### config.mk
export PLATFORM = sky130hd
export DESIGN_NAME = ecc_interconnect
export DESIGN_NICKNAME = d
export VERILOG_FILES = /design/src/design/ecc_ic_pkg.sv /design/src/design/ecc_interconnect.sv /design/src/design/ecc_err_regs.sv /design/src/design/ecc_bank_port.sv /design/src/design/log_xbar.sv
export VERILOG_INCLUDE_DIRS = /design/src /design/src/design
export SDC_FILE = /design/constraint.sdc
export NUM_CORES = 1
export LEC_CHECK = 0
export BUFFER_PORTS_ARGS = -buffer_cell sky130_fd_sc_hd__clkbuf_2
export CAP_MARGIN = 15
export CORE_AREA = 3 3 298 300
export CTS_BUF_LIST = sky130_fd_sc_hd__clkbuf_8
export CTS_CLUSTER_DIAMETER = 100
export CTS_CLUSTER_SIZE = 16
export DETAILED_ROUTE_END_ITERATION = 10
export DIE_AREA = 0 0 301 303
export GPL_ROUTABILITY_DRIVEN = 0
export MAX_ROUTING_LAYER = met4
export PLACE_DENSITY = 0.47
export SYNTH_ARGS = -nofsm -noshare
export SYNTH_HDL_FRONTEND = slang
export SYNTH_SLANG_ARGS = --single-unit
### constraint.sdc
create_clock -name clk_i -period 7.1 [get_ports clk_i]
set_clock_uncertainty 0.2 [all_clocks]
set_input_delay 1.065 -clock clk_i [delete_from_list [all_inputs] [get_ports clk_i]]
set_output_delay 1.065 -clock clk_i [all_outputs]
set_load 0.03 [all_outputs]
### src/design/ecc_ic_defs.svh
`ifndef ECC_IC_DEFS_SVH
`define ECC_IC_DEFS_SVH

// Cluster shape
`define ECC_N_CORE      4   // Initiator cores
`define ECC_N_BANK      4   // Word-interleaved banks

// Address split, bank select in the low bits
`define ECC_ADDR_W      12  // Core word address
`define ECC_BANK_SEL_W  2   // Low address bits picking the bank

// Data path and SECDED codeword
`define ECC_DATA_W      32  // Payload word
`define ECC_CODE_W      39  // 32 data + 6 Hamming + 1 overall parity

// Error counters and their APB window
`define ECC_CNT_W       16  // Saturating counter width
`define ECC_APB_AW      4   // Register address width

`endif
### src/design/ecc_ic_pkg.sv
`include "ecc_ic_defs.svh"

package ecc_ic_pkg;

  // Core word address, bank select sits in the low bits
  typedef logic [`ECC_ADDR_W-1:0] addr_t;

  // Word index inside one bank
  typedef logic [`ECC_ADDR_W-`ECC_BANK_SEL_W-1:0] bank_addr_t;

  // Plain data word as seen by the cores
  typedef logic [`ECC_DATA_W-1:0] data_t;

  // Stored codeword, bit 0 holds overall parity
  typedef logic [`ECC_CODE_W-1:0] code_t;

  // Core index, also the round-robin pointer
  typedef logic [$clog2(`ECC_N_CORE)-1:0] core_id_t;

  // Error event counter
  typedef logic [`ECC_CNT_W-1:0] err_cnt_t;

  // APB register address
  typedef logic [`ECC_APB_AW-1:0] apb_addr_t;

endpackage

### src/design/ecc_interconnect.sv
`timescale 1ns/1ps

`include "ecc_ic_defs.svh"

module ecc_interconnect (
  input  logic                   clk_i,
  input  logic                   reset_i,
  // Cores
  input  logic                   core_req_i    [`ECC_N_CORE],
  input  logic                   core_we_i     [`ECC_N_CORE],
  input  ecc_ic_pkg::addr_t      core_addr_i   [`ECC_N_CORE],
  input  ecc_ic_pkg::data_t      core_wdata_i  [`ECC_N_CORE],
  output logic                   core_gnt_o    [`ECC_N_CORE],
  output logic                   core_rvalid_o [`ECC_N_CORE],
  output ecc_ic_pkg::data_t      core_rdata_o  [`ECC_N_CORE],
  output logic                   core_rerr_o   [`ECC_N_CORE],
  // Banks
  output logic                   mem_req_o     [`ECC_N_BANK],
  output logic                   mem_we_o      [`ECC_N_BANK],
  output ecc_ic_pkg::bank_addr_t mem_addr_o    [`ECC_N_BANK],
  output ecc_ic_pkg::code_t      mem_wdata_o   [`ECC_N_BANK],
  input  ecc_ic_pkg::code_t      mem_rdata_i   [`ECC_N_BANK],
  // APB
  input  ecc_ic_pkg::apb_addr_t  paddr_i,
  input  logic                   psel_i,
  input  logic                   penable_i,
  input  logic                   pwrite_i,
  input  ecc_ic_pkg::data_t      pwdata_i,
  output ecc_ic_pkg::data_t      prdata_o,
  output logic                   pready_o,
  output logic                   pslverr_o
);

  import ecc_ic_pkg::*;

  logic                   bank_req       [`ECC_N_BANK];  // Crossbar to bank port
  logic                   bank_we        [`ECC_N_BANK];
  bank_addr_t             bank_addr      [`ECC_N_BANK];
  data_t                  bank_wdata     [`ECC_N_BANK];
  logic                   bank_rsp_valid [`ECC_N_BANK];  // Bank port back to crossbar
  data_t                  bank_rdata     [`ECC_N_BANK];
  logic                   bank_rerr      [`ECC_N_BANK];
  logic [`ECC_N_BANK-1:0] corr_err;                      // Events to the counters
  logic [`ECC_N_BANK-1:0] uncorr_err;

  log_xbar i_log_xbar (
    .clk_i            ( clk_i          ),
    .reset_i          ( reset_i        ),
    .core_req_i       ( core_req_i     ),
    .core_we_i        ( core_we_i      ),
    .core_addr_i      ( core_addr_i    ),
    .core_wdata_i     ( core_wdata_i   ),
    .core_gnt_o       ( core_gnt_o     ),
    .bank_req_o       ( bank_req       ),
    .bank_we_o        ( bank_we        ),
    .bank_addr_o      ( bank_addr      ),
    .bank_wdata_o     ( bank_wdata     ),
    .bank_rsp_valid_i ( bank_rsp_valid ),
    .bank_rdata_i     ( bank_rdata     ),
    .bank_rerr_i      ( bank_rerr      ),
    .core_rvalid_o    ( core_rvalid_o  ),
    .core_rdata_o     ( core_rdata_o   ),
    .core_rerr_o      ( core_rerr_o    )
  );

  for (genvar b = 0; b < `ECC_N_BANK; b++) begin : gen_bank_port
    ecc_bank_port i_ecc_bank_port (
      .clk_i        ( clk_i             ),
      .reset_i      ( reset_i           ),
      .req_i        ( bank_req[b]       ),
      .we_i         ( bank_we[b]        ),
      .addr_i       ( bank_addr[b]      ),
      .wdata_i      ( bank_wdata[b]     ),
      .mem_req_o    ( mem_req_o[b]      ),
      .mem_we_o     ( mem_we_o[b]       ),
      .mem_addr_o   ( mem_addr_o[b]     ),
      .mem_wdata_o  ( mem_wdata_o[b]    ),
      .mem_rdata_i  ( mem_rdata_i[b]    ),
      .rsp_valid_o  ( bank_rsp_valid[b] ),
      .rdata_o      ( bank_rdata[b]     ),
      .rerr_o       ( bank_rerr[b]      ),
      .corr_err_o   ( corr_err[b]       ),
      .uncorr_err_o ( uncorr_err[b]     )
    );
  end

  ecc_err_regs i_ecc_err_regs (
    .clk_i        ( clk_i      ),
    .reset_i      ( reset_i    ),
    .corr_err_i   ( corr_err   ),
    .uncorr_err_i ( uncorr_err ),
    .paddr_i      ( paddr_i    ),
    .psel_i       ( psel_i     ),
    .penable_i    ( penable_i  ),
    .pwrite_i     ( pwrite_i   ),
    .pwdata_i     ( pwdata_i   ),
    .prdata_o     ( prdata_o   ),
    .pready_o     ( pready_o   ),
    .pslverr_o    ( pslverr_o  )
  );

endmodule

### src/design/ecc_err_regs.sv
`timescale 1ns/1ps

`include "ecc_ic_defs.svh"

module ecc_err_regs (
  input  logic                  clk_i,
  input  logic                  reset_i,
  // Error events, one bit per bank
  input  logic [`ECC_N_BANK-1:0] corr_err_i,
  input  logic [`ECC_N_BANK-1:0] uncorr_err_i,
  // APB target
  input  ecc_ic_pkg::apb_addr_t paddr_i,
  input  logic                  psel_i,
  input  logic                  penable_i,
  input  logic                  pwrite_i,
  input  ecc_ic_pkg::data_t     pwdata_i,
  output ecc_ic_pkg::data_t     prdata_o,
  output logic                  pready_o,
  output logic                  pslverr_o
);

  import ecc_ic_pkg::*;

  localparam apb_addr_t corr_addr   = 'h0;              // Correctable count
  localparam apb_addr_t uncorr_addr = 'h4;              // Uncorrectable count

  err_cnt_t corr_cnt_q;
  err_cnt_t uncorr_cnt_q;
  logic     access;                                     // APB access phase
  logic     hit_corr;
  logic     hit_uncorr;
  logic     clr_corr;
  logic     clr_uncorr;

  // Add the flagged banks, stick at all ones
  function automatic err_cnt_t sat_add(err_cnt_t cnt, logic [`ECC_N_BANK-1:0] flags);
    logic [`ECC_CNT_W:0] sum;
    sum = {1'b0, cnt};
    for (int b = 0; b < `ECC_N_BANK; b++) begin
      sum = sum + flags[b];
    end
    return sum[`ECC_CNT_W] ? '1 : sum[`ECC_CNT_W-1:0];
  endfunction

  assign access     = psel_i && penable_i;
  assign hit_corr   = (paddr_i == corr_addr);
  assign hit_uncorr = (paddr_i == uncorr_addr);
  assign clr_corr   = access && pwrite_i && hit_corr;   // Written value is ignored
  assign clr_uncorr = access && pwrite_i && hit_uncorr;

  always_ff @(posedge clk_i) begin
    if (reset_i) begin
      corr_cnt_q   <= '0;
      uncorr_cnt_q <= '0;
    end else begin
      if (clr_corr) corr_cnt_q <= '0;                   // Clear wins over a new event
      else          corr_cnt_q <= sat_add(corr_cnt_q, corr_err_i);
      if (clr_uncorr) uncorr_cnt_q <= '0;
      else            uncorr_cnt_q <= sat_add(uncorr_cnt_q, uncorr_err_i);
    end
  end

  // Read mux, old value seen in the cycle of an event
  always_comb begin
    if (hit_uncorr) prdata_o = data_t'(uncorr_cnt_q);
    else if (hit_corr) prdata_o = data_t'(corr_cnt_q);
    else prdata_o = '0;
  end

  assign pready_o  = access;                            // No wait states
  assign pslverr_o = access && !(hit_corr || hit_uncorr);

endmodule

### src/design/ecc_bank_port.sv
`timescale 1ns/1ps

`include "ecc_ic_defs.svh"

module ecc_bank_port (
  input  logic                   clk_i,
  input  logic                   reset_i,
  // From the crossbar
  input  logic                   req_i,
  input  logic                   we_i,
  input  ecc_ic_pkg::bank_addr_t addr_i,
  input  ecc_ic_pkg::data_t      wdata_i,
  // To the bank memory
  output logic                   mem_req_o,
  output logic                   mem_we_o,
  output ecc_ic_pkg::bank_addr_t mem_addr_o,
  output ecc_ic_pkg::code_t      mem_wdata_o,
  input  ecc_ic_pkg::code_t      mem_rdata_i,
  // Response and error events
  output logic                   rsp_valid_o,
  output ecc_ic_pkg::data_t      rdata_o,
  output logic                   rerr_o,
  output logic                   corr_err_o,
  output logic                   uncorr_err_o
);

  import ecc_ic_pkg::*;

  localparam int n_check = $clog2(`ECC_CODE_W - 1);     // 6 Hamming check bits

  logic                 rsp_q;                          // Any access last cycle
  logic                 rd_q;                           // Load last cycle
  logic [n_check-1:0]   syndrome;
  logic                 parity_odd;
  logic                 corr;
  logic                 uncorr;
  code_t                fixed;                          // Codeword after correction
  data_t                dec_data;

  // Extended Hamming, position p sits at bit p, overall parity at bit 0
  function automatic code_t ecc_encode(data_t d);
    code_t c;
    int    di;
    logic  par;
    c  = '0;
    di = 0;
    for (int p = 1; p < `ECC_CODE_W; p++) begin
      if ((p & (p - 1)) != 0) begin                     // Data at non powers of two
        c[p] = d[di];
        di++;
      end
    end
    for (int k = 0; k < n_check; k++) begin
      par = 1'b0;
      for (int p = 1; p < `ECC_CODE_W; p++) begin
        if (((p >> k) & 1) != 0) par ^= c[p];
      end
      c[1 << k] = par;
    end
    c[0] = ^c[`ECC_CODE_W-1:1];                         // Overall parity, even total
    return c;
  endfunction

  // Stores go out encoded, the memory sees every request as is
  assign mem_req_o   = req_i;
  assign mem_we_o    = we_i;
  assign mem_addr_o  = addr_i;
  assign mem_wdata_o = ecc_encode(wdata_i);

  always_ff @(posedge clk_i) begin
    if (reset_i) begin
      rsp_q <= 1'b0;
      rd_q  <= 1'b0;
    end else begin
      rsp_q <= req_i;
      rd_q  <= req_i && !we_i;
    end
  end

  // Decode in the response cycle
  always_comb begin
    int di;
    di = 0;
    for (int k = 0; k < n_check; k++) begin
      syndrome[k] = 1'b0;
      for (int p = 1; p < `ECC_CODE_W; p++) begin
        if (((p >> k) & 1) != 0) syndrome[k] ^= mem_rdata_i[p];
      end
    end
    parity_odd = ^mem_rdata_i;                          // Odd count means one flip
    fixed      = mem_rdata_i;
    corr       = 1'b0;
    uncorr     = 1'b0;
    if (parity_odd) begin
      if (syndrome == '0) begin
        corr = 1'b1;                                    // Only bit 0 was hit
      end else if (int'(syndrome) < `ECC_CODE_W) begin
        fixed[syndrome] = ~mem_rdata_i[syndrome];       // Flip the faulty position back
        corr = 1'b1;
      end else begin
        uncorr = 1'b1;                                  // Points past the codeword
      end
    end else if (syndrome != '0) begin
      uncorr = 1'b1;                                    // Two flips, parity even
    end
    dec_data = '0;
    for (int p = 1; p < `ECC_CODE_W; p++) begin
      if ((p & (p - 1)) != 0) begin
        dec_data[di] = fixed[p];
        di++;
      end
    end
  end

  assign rsp_valid_o  = rsp_q;
  assign rdata_o      = dec_data;
  assign corr_err_o   = rd_q && corr;                   // Stores leave no read event
  assign uncorr_err_o = rd_q && uncorr;
  assign rerr_o       = rd_q && uncorr;

endmodule

### src/design/log_xbar.sv
`timescale 1ns/1ps

`include "ecc_ic_defs.svh"

module log_xbar (
  input  logic                   clk_i,
  input  logic                   reset_i,
  // Core requests
  input  logic                   core_req_i       [`ECC_N_CORE],
  input  logic                   core_we_i        [`ECC_N_CORE],
  input  ecc_ic_pkg::addr_t      core_addr_i      [`ECC_N_CORE],
  input  ecc_ic_pkg::data_t      core_wdata_i     [`ECC_N_CORE],
  output logic                   core_gnt_o       [`ECC_N_CORE],
  // Bank requests
  output logic                   bank_req_o       [`ECC_N_BANK],
  output logic                   bank_we_o        [`ECC_N_BANK],
  output ecc_ic_pkg::bank_addr_t bank_addr_o      [`ECC_N_BANK],
  output ecc_ic_pkg::data_t      bank_wdata_o     [`ECC_N_BANK],
  // Bank responses
  input  logic                   bank_rsp_valid_i [`ECC_N_BANK],
  input  ecc_ic_pkg::data_t      bank_rdata_i     [`ECC_N_BANK],
  input  logic                   bank_rerr_i      [`ECC_N_BANK],
  // Core responses
  output logic                   core_rvalid_o    [`ECC_N_CORE],
  output ecc_ic_pkg::data_t      core_rdata_o     [`ECC_N_CORE],
  output logic                   core_rerr_o      [`ECC_N_CORE]
);

  import ecc_ic_pkg::*;

  logic [`ECC_BANK_SEL_W-1:0] core_bank [`ECC_N_CORE];  // Target bank per core
  logic [`ECC_N_CORE-1:0]     bank_hits [`ECC_N_BANK];  // Requesting cores per bank
  core_id_t                   win       [`ECC_N_BANK];  // Arbitration winner
  core_id_t                   rr_ptr_q  [`ECC_N_BANK];  // Highest priority core
  core_id_t                   owner_q   [`ECC_N_BANK];  // Core owed a response

  // First requester at or after ptr, wrapping around
  function automatic core_id_t rr_pick(logic [`ECC_N_CORE-1:0] req, core_id_t ptr);
    core_id_t idx;
    core_id_t pick;
    logic     found;
    pick  = ptr;
    found = 1'b0;
    for (int k = 0; k < `ECC_N_CORE; k++) begin
      idx = ptr + core_id_t'(k);                        // Wraps on the 2-bit index
      if (!found && req[idx]) begin
        pick  = idx;
        found = 1'b1;
      end
    end
    return pick;
  endfunction

  // Bank decode from the low address bits
  always_comb begin
    for (int c = 0; c < `ECC_N_CORE; c++) begin
      core_bank[c] = core_addr_i[c][`ECC_BANK_SEL_W-1:0];
    end
    for (int b = 0; b < `ECC_N_BANK; b++) begin
      for (int c = 0; c < `ECC_N_CORE; c++) begin
        bank_hits[b][c] = core_req_i[c] && (int'(core_bank[c]) == b);
      end
    end
  end

  // Per-bank arbitration and forwarding of the winner's fields
  always_comb begin
    for (int b = 0; b < `ECC_N_BANK; b++) begin
      win[b]          = rr_pick(bank_hits[b], rr_ptr_q[b]);
      bank_req_o[b]   = |bank_hits[b];
      bank_we_o[b]    = core_we_i[win[b]];
      bank_addr_o[b]  = core_addr_i[win[b]][`ECC_ADDR_W-1:`ECC_BANK_SEL_W];  // Drop bank bits
      bank_wdata_o[b] = core_wdata_i[win[b]];
    end
  end

  // Grant back to the core that won its bank, same cycle
  always_comb begin
    for (int c = 0; c < `ECC_N_CORE; c++) begin
      core_gnt_o[c] = core_req_i[c] && (win[core_bank[c]] == core_id_t'(c));
    end
  end

  // Pointer moves past the winner, owner kept for the response cycle
  always_ff @(posedge clk_i) begin
    if (reset_i) begin
      for (int b = 0; b < `ECC_N_BANK; b++) begin
        rr_ptr_q[b] <= '0;                              // Core 0 first after reset
        owner_q[b]  <= '0;
      end
    end else begin
      for (int b = 0; b < `ECC_N_BANK; b++) begin
        if (bank_req_o[b]) begin
          rr_ptr_q[b] <= win[b] + 1'b1;
          owner_q[b]  <= win[b];
        end
      end
    end
  end

  // Response routing, a core owns at most one bank per cycle
  always_comb begin
    for (int c = 0; c < `ECC_N_CORE; c++) begin
      core_rvalid_o[c] = 1'b0;
      core_rdata_o[c]  = '0;
      core_rerr_o[c]   = 1'b0;
      for (int b = 0; b < `ECC_N_BANK; b++) begin
        if (bank_rsp_valid_i[b] && (owner_q[b] == core_id_t'(c))) begin
          core_rvalid_o[c] = 1'b1;
          core_rdata_o[c]  = bank_rdata_i[b];
          core_rerr_o[c]   = bank_rerr_i[b];
        end
      end
    end
  end

endmodule

# --- Yosys cells after proc, flatten, opt, wreduce, memory -nomap -nowiden ---
# Memories as Yosys holds them, arrays and structs flattened.
# Index checks and enable logic that the tools add are counted.
word_totals:
  word_cells: 1173
  mem_count: 2
  latch_bits: 0
  ramBits: 16
  ff_bits: 40
  mem_bits_ro: 0
  input_bits: 381
memory_table:
  columns: ["memory", "words", "word_bits", "read_ports", "rd_ports_with_merged_regs", "wr", "line", "rtl"]
  rows:
  - ["i_log_xbar.owner_q", 4, 2, 4, 0, 4, "log_xbar.sv:35", "core_id_t owner_q [`ECC_N_BANK];"]
  - ["i_log_xbar.rr_ptr_q", 4, 2, 4, 0, 4, "log_xbar.sv:34", "core_id_t rr_ptr_q [`ECC_N_BANK];"]
op_classes:
  div: 0
  bitwise: 716
  n_mul: 0
  n_mux: 238
  n_reduce_logical: 119
  n_addsub: 24
  order_cmp: 36
  shift: 0
  n_eq_ne: 28
ops:
  columns: ["operator", "count"]
  rows:
  - ["32-bit two-way mux", 25]
  - ["1-bit bitwise XOR", 696]
  - ["39-bit two-way mux", 12]
  - ["32-bit binary-select mux with 2-bit select", 4]
  - ["39-bit bitwise mux", 4]
  - ["39-bit XOR reduction", 4]
  - ["38-bit XOR reduction", 4]
  - ["1-bit two-way mux", 118]
  - ["17-bit by 1-bit adder with 17-bit output", 6]
  - ["12-bit binary-select mux with 2-bit select", 4]
  - ["12-bit two-way mux", 8]
  - ["1-bit logical AND", 69]
  - ["2-bit two-way mux", 28]
  - ["2-bit by 3-bit < comparator with 1-bit output (second input constant)", 16]
  - ["16-bit two-way mux", 3]
  - ["1-bit binary-select mux with 2-bit select", 20]
  - ["2-bit == test (second input constant)", 18]
  - ["16-bit by 1-bit adder with 17-bit output", 2]
  - ["6-bit by 7-bit < comparator with 1-bit output (second input constant)", 4]
  - ["1-bit binary-select mux with 6-bit select", 4]
  - ["1-bit demux with 6-bit select", 4]
  - ["3-bit >= comparator (second input constant)", 8]
  - ["6-bit by 1-bit >= comparator with 1-bit output (second input constant)", 4]
  - ["6-bit zero test", 4]
  - ["16 further kinds", 92]

# --- Logic depth before layout (Yosys ltp) ---
# Gate-level depths: netlist (run 1).
logic_depth:
  word_depth: 36
  mapped_depth: 21
  depth_no_buf: 18

# --- Hierarchy ---
# A second synthesis (run 1) with hierarchy kept.
unflattened:
  hier_cells: 3456
  area_unflattened_um2: 23608.9
modules_own_cells:
  columns: ["mod", "area_each_um2", "seq_area_each_um2", "cells_per_inst", "instances"]
  rows:
  - ["log_xbar", 10555.1, 480.5, 1861, 1]
  - ["ecc_bank_port (gen_bank_port[1].i_ecc_bank_port ...)", 2727.6, 40.0, 336, 2]
  - ["ecc_bank_port (gen_bank_port[0].i_ecc_bank_port)", 2847.7, 40.0, 348, 1]
  - ["ecc_bank_port (gen_bank_port[3].i_ecc_bank_port)", 2758.9, 40.0, 355, 1]
  - ["ecc_err_regs", 1991.9, 640.6, 220, 1]

# --- Worst setup path after synthesis (run 1) ---
# No wires, ideal clock.
synth_timing:
  path_kind: "input to output"
  start: "input core_addr_i[12] in the netlist's numbering"
  end: "output mem_wdata_o[78] in the netlist's numbering"
  t_arrival_ps: 5002
  path_stages: 14
  n_path_buf: 3
  slack_ps: 833
  cell_sequence: "buf_2 nand3b_1 a21oi_1 or2_1 a222oi_1 buf_4 buf_8 mux4_2 xnor2_1 xnor2_1 xnor3_1 xnor2_1 xnor2_1 xnor2_1"
synth_rtl:
  columns: ["element", "line", "rtl"]
  rows:
  - ["start: declaration", "ecc_interconnect.sv:11", "input ecc_ic_pkg::addr_t core_addr_i [`ECC_N_CORE],"]
  - ["end: declaration", "ecc_interconnect.sv:21", "output ecc_ic_pkg::code_t mem_wdata_o [`ECC_N_BANK],"]

==> out/qor.csv, run 1 <==
metric;value;unit
met3 Track Usage GR;3.28;%
area of the core;86500;sq um
slowest stage delay, CP;0.85;ns
die width;301;um
DRC;0;
post-synthesis average cell area;8.75;sq um
FP Rows;108;
met2 usage in global routing;44.9;%
Worst Hold Path EP;i_ecc_err_regs.corr_cnt_q[15];
Synth async-reset ratio;0;%
Arr. time, crit path;5.64;ns
RSZ-0062 raised after global routing;false;
R2R depth;8;
CTS tree;done;
largest net degree at the start of global routing;48;
Post-Place Worst Slack;0.348;ns
port bufs;710;
busiest grt layer;met2;
R2R Setup Slk;3.51;ns
CTS buffer count;5;
WS Path Type;in -> out;
Area growth syn-to-layout;24.7;%
top_reg_cell synth;dfxtp_1;
setup tns final;0;ns
Hold Crit Start;i_ecc_err_regs.corr_cnt_q[15];
vias per cell;5.55;
HP Class;reg -> reg;
library cells used by synthesis;105;
Crit path buffers/inverters;2;
storage element area;1280;sq um
multi-input combinational cell area;18500;sq um
clock sink total;56;
FMAX;145;MHz
LEAKAGE;10.4;nW
Final Non-Filler Cells;4196;
IO Pins;759;
EDFF count, synth;16;
drt wl/cell;28.3;um
Setup crit end kind;output pin;
final-layout fill cell count;9518;
WP data required;5.83;ns
Yosys reg bits;56;
H-Tree Depth;2;
Post-CTS Setup Bufs;0;
WHS;0.331;ns
Pre-antenna DRT Iters;7;
VDD IR max;0.00113;V
outcome;finished clean;
final wirelength;119;mm
DR vias;23300;
antenna violations before repair;16;
most frequent cells in the layout;clkbuf_2 (710), xnor2_1 (389), nand2_1 (182), mux4_2 (176), a21oi_1 (154);
first-pass GRT wire length;165;mm
fin crit period;6.90;ns
Clock Path Buffers;2;
count of endpoints failing setup in the final report;0;
final net count;3419;
cell family with most CP delay;XOR/XNOR gates;
CP Launch Type;input pin;
Cell Chain, Critical Path;clkbuf_2, xnor2_1, xnor2_1, xnor3_1, xnor2_1, mux4_2, and2_1, a311oi_2, nor4_4, a31oi_1, a21oi_1, a221oi_1, clkbuf_2;
Syn Inst Count;2379;
Fin. Hold Viols;0;
ANT nets after route;0;
Root Driver;clkbuf_8;
crit path max-delay cell type;xnor2_1;
layout cells sized above 1;36.5;%
register clock-pin slew on the reported worst setup and hold paths;0.11;ns
Initial Utilization;24.1;%
Die Y;303;um
CP Max Fanout;11;
worst r2r src;gen_bank_port[3].i_ecc_bank_port.rd_q;
Final WS setup;0.200;ns
Total GRT Usage;25.5;%
Worst slew margin;21.5;%
Tcrit/Tclk final;97.2;%
Tightest Pin Transition;1.18;ns
GRT Residual Overflow;0;
Cell Pwr Density;480;nW/um^2
total power;0.0125;W
number of buffers inserted by hold repair at cts;0;
Worst Hold Depth;1;
Max-Cap Viols;0;
number of global-route vias before repair;22600;
Die ar.;91200;sq um
post-DP HPWL;100;mm
Starting DRT DRC Count;2228;
Netlist Area Pre-Place;20800;sq um
Pins Over Slew Limit;0;
global routing usage on met1;28.2;%
DP Cell Count;4178;
sequential area share after synthesis;6.15;%
most common cell after layout, fill and taps aside;clkbuf_2;
CTS resizes;0;
r2r endpoint;i_ecc_err_regs.corr_cnt_q[0];
Ys Warns;0;
Critical Path Most Common Cell;xnor2_1;
clk_lat worst skew;0.32;ns
## cell usage after synthesis (all sizes together), types with 14 or more instances
| cell | instances | area [sq um] |
|---|---|---|
| a31oi | 29 | 188 |
| dfxtp | 40 | 801 |
| a21oi | 155 | 780 |
| mux4 | 181 | 4100 |
| a221oi | 67 | 593 |
| nand2 | 182 | 683 |
| nor2 | 137 | 522 |
| nand3 | 64 | 320 |
| clkbuf | 97 | 364 |
| xnor3 | 31 | 701 |
| edfxtp | 16 | 480 |
| xnor2 | 409 | 3740 |
| nand2b | 20 | 125 |
| and2 | 20 | 125 |
| o221ai | 22 | 193 |
| a211oi | 39 | 298 |
| inv | 45 | 169 |
| o21ai | 124 | 621 |
| mux2 | 35 | 394 |
| xor2 | 107 | 967 |
| buf | 86 | 626 |
| o31ai | 14 | 120 |
| and3 | 17 | 106 |
| o211ai | 30 | 230 |
| nor3 | 75 | 375 |
| mux2i | 125 | 1250 |
## worst max-delay path by stage
stage,startpoint,to,slack [ns],depth (start not counted)
after floorplan,core_addr_i[12],mem_wdata_o[78],0.83,14
after global placement,mem_rdata_i[140],core_rdata_o[25],0.39,13
after detailed placement,mem_rdata_i[140],core_rdata_o[61],0.35,14
after CTS,mem_rdata_i[140],core_rdata_o[61],0.34,14
after global routing,mem_rdata_i[140],core_rdata_o[61],0.05,14
final,mem_rdata_i[140],core_rdata_o[70],0.20,13
## report_power, final
group | switching [W] | internal, W | total, W | leakage (nW)
Combinational | 0.00766 | 0.00420 | 0.0119 | 9.82
Sequential | 0.0000312 | 0.000353 | 0.000384 | 0.498
Clock | 0.000111 | 0.000105 | 0.000216 | 0.0600
Total | 0.00780 | 0.00465 | 0.0125 | 10.4
## registers in the layout (all words and copies together) (netlist names)
| name | cells |
|---|---|
| i_ecc_err_regs.corr_cnt_q | 16 |
| i_log_xbar.rr_ptr_q | 8 |
| gen_bank_port.i_ecc_bank_port.rd_q | 4 |
| i_ecc_err_regs.uncorr_cnt_q | 16 |
| gen_bank_port.i_ecc_bank_port.rsp_valid_o | 4 |
| i_log_xbar.owner_q | 8 |
## cell families (layout without fill, tap and decap cells)
logic type | Yosys count | after routing | synth area share, %
xor gates and xnor gates | 551 | 551 | 26.4
muxes | 341 | 341 | 27.6
adders and majority gates | 9 | 9 | 0.745
and+or+nand+nor | 601 | 601 | 14.0
other | 1 | 26 | 0.0180
DFF | 56 | 56 | 6.15
AOI/OAI and AO/OA | 592 | 592 | 19.5
buffers and inverters | 228 | 865 | 5.56
## worst reg2reg max path, stage by stage (launching register included)
cell and delay [ns]:
dfxtp_1 0.48, o211ai_1 0.28, fa_1 0.66, inv_1 0.07, fa_1 0.44, fa_1 0.58
nand4_1 0.20, or3_1 0.44, a21oi_1 0.13
## per-layer routing
layer | wire length [um] | vias up
li1 | - | 10300
met1 | 43200 | 11300
met2 | 59900 | 1363
met3 | 8420 | 258
met4 | 7360 | 0
met5 | 0 | -
## metrics by stage
stage                     util (%)  instance area, sq um
after detailed placement      29.9                 25800
final                         30.0                 26000
after global routing          30.0                 26000
after CTS                     30.0                 25900
after floorplan                  -                 20900
after global placement        29.9                 25800
## area by class of cell
class	count	area share [%]
Multi-Input combinational cell	2110	71.4
Tap cell	1155	5.57
Timing Repair Buffer	812	16.9
Clock inverter	3	0.164
Inverter	45	0.651
Clock buffer	5	0.265
Sequential cell	56	4.94
Antenna cell	10	0.0964
Note: power is estimated with default switching activity, not from simulation.
==> run 2: changes to the inputs <==
Settings changed: CORE_AREA 3 3 298 300 to 3 3 291 293, DIE_AREA 0 0 301 303 to 0 0 294 296, PLACE_DENSITY 0.47 to 0.52, SLEW_MARGIN set to 5, SYNTH_HIERARCHICAL set to 1.
==> run 2 against run 1 <==
Count of clock-buffer cells in the layout stayed put. Synthesized area up 13%. Sequential share of layout area fell by 0.31 points. Clock power down 9%. Critical endpoint is now core_rdata_o[56]. Final cell count increased by 19%. Critical path type unchanged. Routed wire length grew 6.1%. Utilization increased by 3.7 points. Sequential cell count is the same. Largest cell class unchanged. Register-to-register slack improved by 0.09 ns. Critical path depth is 3 higher. Non-clock buffer count rose by 72. Synthesized cell count increased by 45%.
==> out/qor.csv, run 2 <==
metric;value;unit
H-Tree Depth;2;
Tightest Pin Transition;1.17;ns
post-synth top area share;16.0;%
LEAKAGE;11.0;nW
multi-input combinational cell area;19900;sq um
Max-Cap Viols;0;
Netlist Area Pre-Place;23600;sq um
Synth async-reset ratio;0;%
Arr. time, crit path;5.52;ns
Clock power frac;1.4;%
Total GRT Usage;28.2;%
post-synthesis average cell area;6.83;sq um
storage element area;1280;sq um
Setup crit end kind;output pin;
CTS tree;done;
GRT Residual Overflow;0;
first-pass GRT wire length;179;mm
top_reg_cell synth;dfxtp_1;
vias per cell;5.57;
library cells used by synthesis;104;
Worst slew margin;21.2;%
die width;294;um
IO Pins;759;
Die ar.;87000;sq um
Area growth syn-to-layout;17.3;%
Tcrit/Tclk final;95.6;%
Fin. Hold Viols;0;
VDD IR max;0.00177;V
antenna violations before repair;3;
Post-CTS Setup Bufs;0;
final net count;4311;
DR vias;27800;
ANT nets after route;0;
Yosys reg bits;56;
outcome;finished clean;
RSZ-0062 raised after global routing;false;
Cell Pwr Density;490;nW/um^2
count leader, synth;nand2_1;
area of the core;82100;sq um
Root Driver;clkbuf_8;
number of buffers inserted by hold repair at cts;0;
WP data required;5.83;ns
sequential share of power;2.8;%
CP Launch Type;input pin;
Cell Chain, Critical Path;clkbuf_2, xnor2_1, xnor3_2, xnor2_4, xnor3_1, nand2_1, a31oi_1, and3_1, o41ai_1, buf_4, a22oi_1, nor2_1, a21oi_1, o21ai_0, buf_4, clkbuf_2;
register clock-pin slew on the reported worst setup and hold paths;0.11;ns
post-DP HPWL;105;mm
number of global-route vias before repair;26200;
final-layout fill cell count;8992;
cell taking the most area after synthesis;xnor2_1;
biggest regs;i_ecc_err_regs/corr_cnt_q: 16 flops, i_ecc_err_regs/uncorr_cnt_q: 16 flops;
Pre-antenna DRT Iters;8;
CTS resizes;0;
FMAX;147;MHz
CP Max Fanout;18;
EDFF count, synth;16;
Clock Path Buffers;2;
Pins Over Slew Limit;0;
synth top area cells;xnor2_1 (16%), nand2_1 (8.4%), buf_4 (6.5%), a211oi_1 (5.7%), a21oi_1 (4.6%);
switching share of power;65.1;%
Die Y;296;um
crit path max-delay cell type;o41ai_1;
Initial Utilization;28.8;%
clk_lat worst skew;0.34;ns
Syn Inst Count;3456;
CTS buffer count;5;
Pint;0.00473;W
drt wl/cell;25.3;um
synth cell count leaders;nand2_1 (530), xnor2_1 (432), nor2_1 (226);
layout cells sized above 1;26.5;%
Ys Warns;6;
Comb pwr share;95.8;%
largest net degree at the start of global routing;68;
setup tns final;0;ns
most common cell after layout, fill and taps aside;clkbuf_2;
fin crit period;6.78;ns
switching pwr;0.00885;W
total power;0.0136;W
most frequent cells in the layout;clkbuf_2 (706), nand2_1 (530), xnor2_1 (432), nor2_1 (221), a21oi_1 (216);
final wirelength;126;mm
FP Rows;105;
final core utilization;33.7;%
HP Class;reg -> reg;
DRC;0;
slowest stage delay, CP;0.74;ns
port bufs;710;
WHS;0.359;ns
count of endpoints failing setup in the final report;0;
sequential area share after synthesis;5.43;%
clock sink total;56;
WS Path Type;in -> out;
Starting DRT DRC Count;2415;
run 2: changes by cell type after synthesis, moves of 57 or more:
cell / before / now
a21oi_1: 154 / 216
o21ai_0: 119 / 190
nor2b_1: 4 / 61
a22oi_1: 7 / 136
a211oi_1: 38 / 180
a221oi_1: 66 / 2
nand2_1: 182 / 530
nor2_1: 136 / 226
a31oi_1: 28 / 145
and2_1: 20 / 142
mux4_2: 176 / 3
buf_4: 41 / 205
run 2: worst max-delay path, delay by kind of cell:
family          cells  cell delay (ns)
compound gates      5             1.23
xor+xnor            4             1.67
buf+inv             4             0.79
simple gates        3             0.76
run 2: cell type report:
cell class | count | area share (%)
multi-input cells | 2949 | 71.7
repair buffers | 884 | 18.1
well taps | 1070 | 4.83
flip-flops and latches | 56 | 4.63
inverters | 26 | 0.357
clock buffers | 5 | 0.248
clock inverters | 3 | 0.0904
diodes | 3 | 0.0271
run 2: power groups by stage:
stage,clock network [W],logic [W],registers [W]
global placement,0,0.0129,0.000387
detailed placement,0,0.0129,0.000388
finish,0.000197,0.0130,0.000380
floorplan,0,0.00913,0.000372
CTS,0.000216,0.0130,0.000381
global route,0.000220,0.0137,0.000384
run 2: logic make-up (layout without fill, tap and decap cells):
family	count (synthesis)	count (layout)	synth area share [%]
AND/OR/NAND/NOR	1165	1165	23.1
AO/OA/AOI/OAI	1049	1049	30.0
XOR/XNOR	564	564	22.8
buffers and inverters	466	918	11.2
multiplexers	147	147	6.82
flip-flops	56	56	5.43
adder cells (fa/ha/maj)	8	8	0.615
other	1	19	0.0159
run 2: metrics by stage:
step | cell area [sq um] | setup WS, ns | instances
finish | 27700 | 0.315 | 4996
global route | 27700 | 0.0831 | 4996
CTS | 27700 | 0.412 | 4993
detailed placement | 27600 | 0.437 | 4985
global placement | 27600 | 0.433 | 4985
floorplan | 23700 | 0.394 | 3471
run 2: worst paths after layout:
path                                endpoint  cells after the start                                   from  slack [ns]
min           i_ecc_err_regs/uncorr_cnt_q[7]                      2         i_ecc_err_regs/uncorr_cnt_q[7]        0.36
min reg2reg   i_ecc_err_regs/uncorr_cnt_q[7]                      2         i_ecc_err_regs/uncorr_cnt_q[7]        0.36
max                         core_rdata_o[56]                     16                        mem_rdata_i[85]        0.32
max reg2reg  i_ecc_err_regs/uncorr_cnt_q[13]                     10  gen_bank_port[0].i_ecc_bank_port/rd_q        3.60
run 2: metal layers:
| layer | global-route usage (%) | up-vias | wire length, um |
|---|---|---|---|
| met5 | - | - | 0 |
| met4 | 14.9 | 0 | 7820 |
| met3 | 3.24 | 271 | 8110 |
| met2 | 50.0 | 1328 | 63600 |
| met1 | 31.0 | 13200 | 46700 |
| li1 | - | 13100 | - |
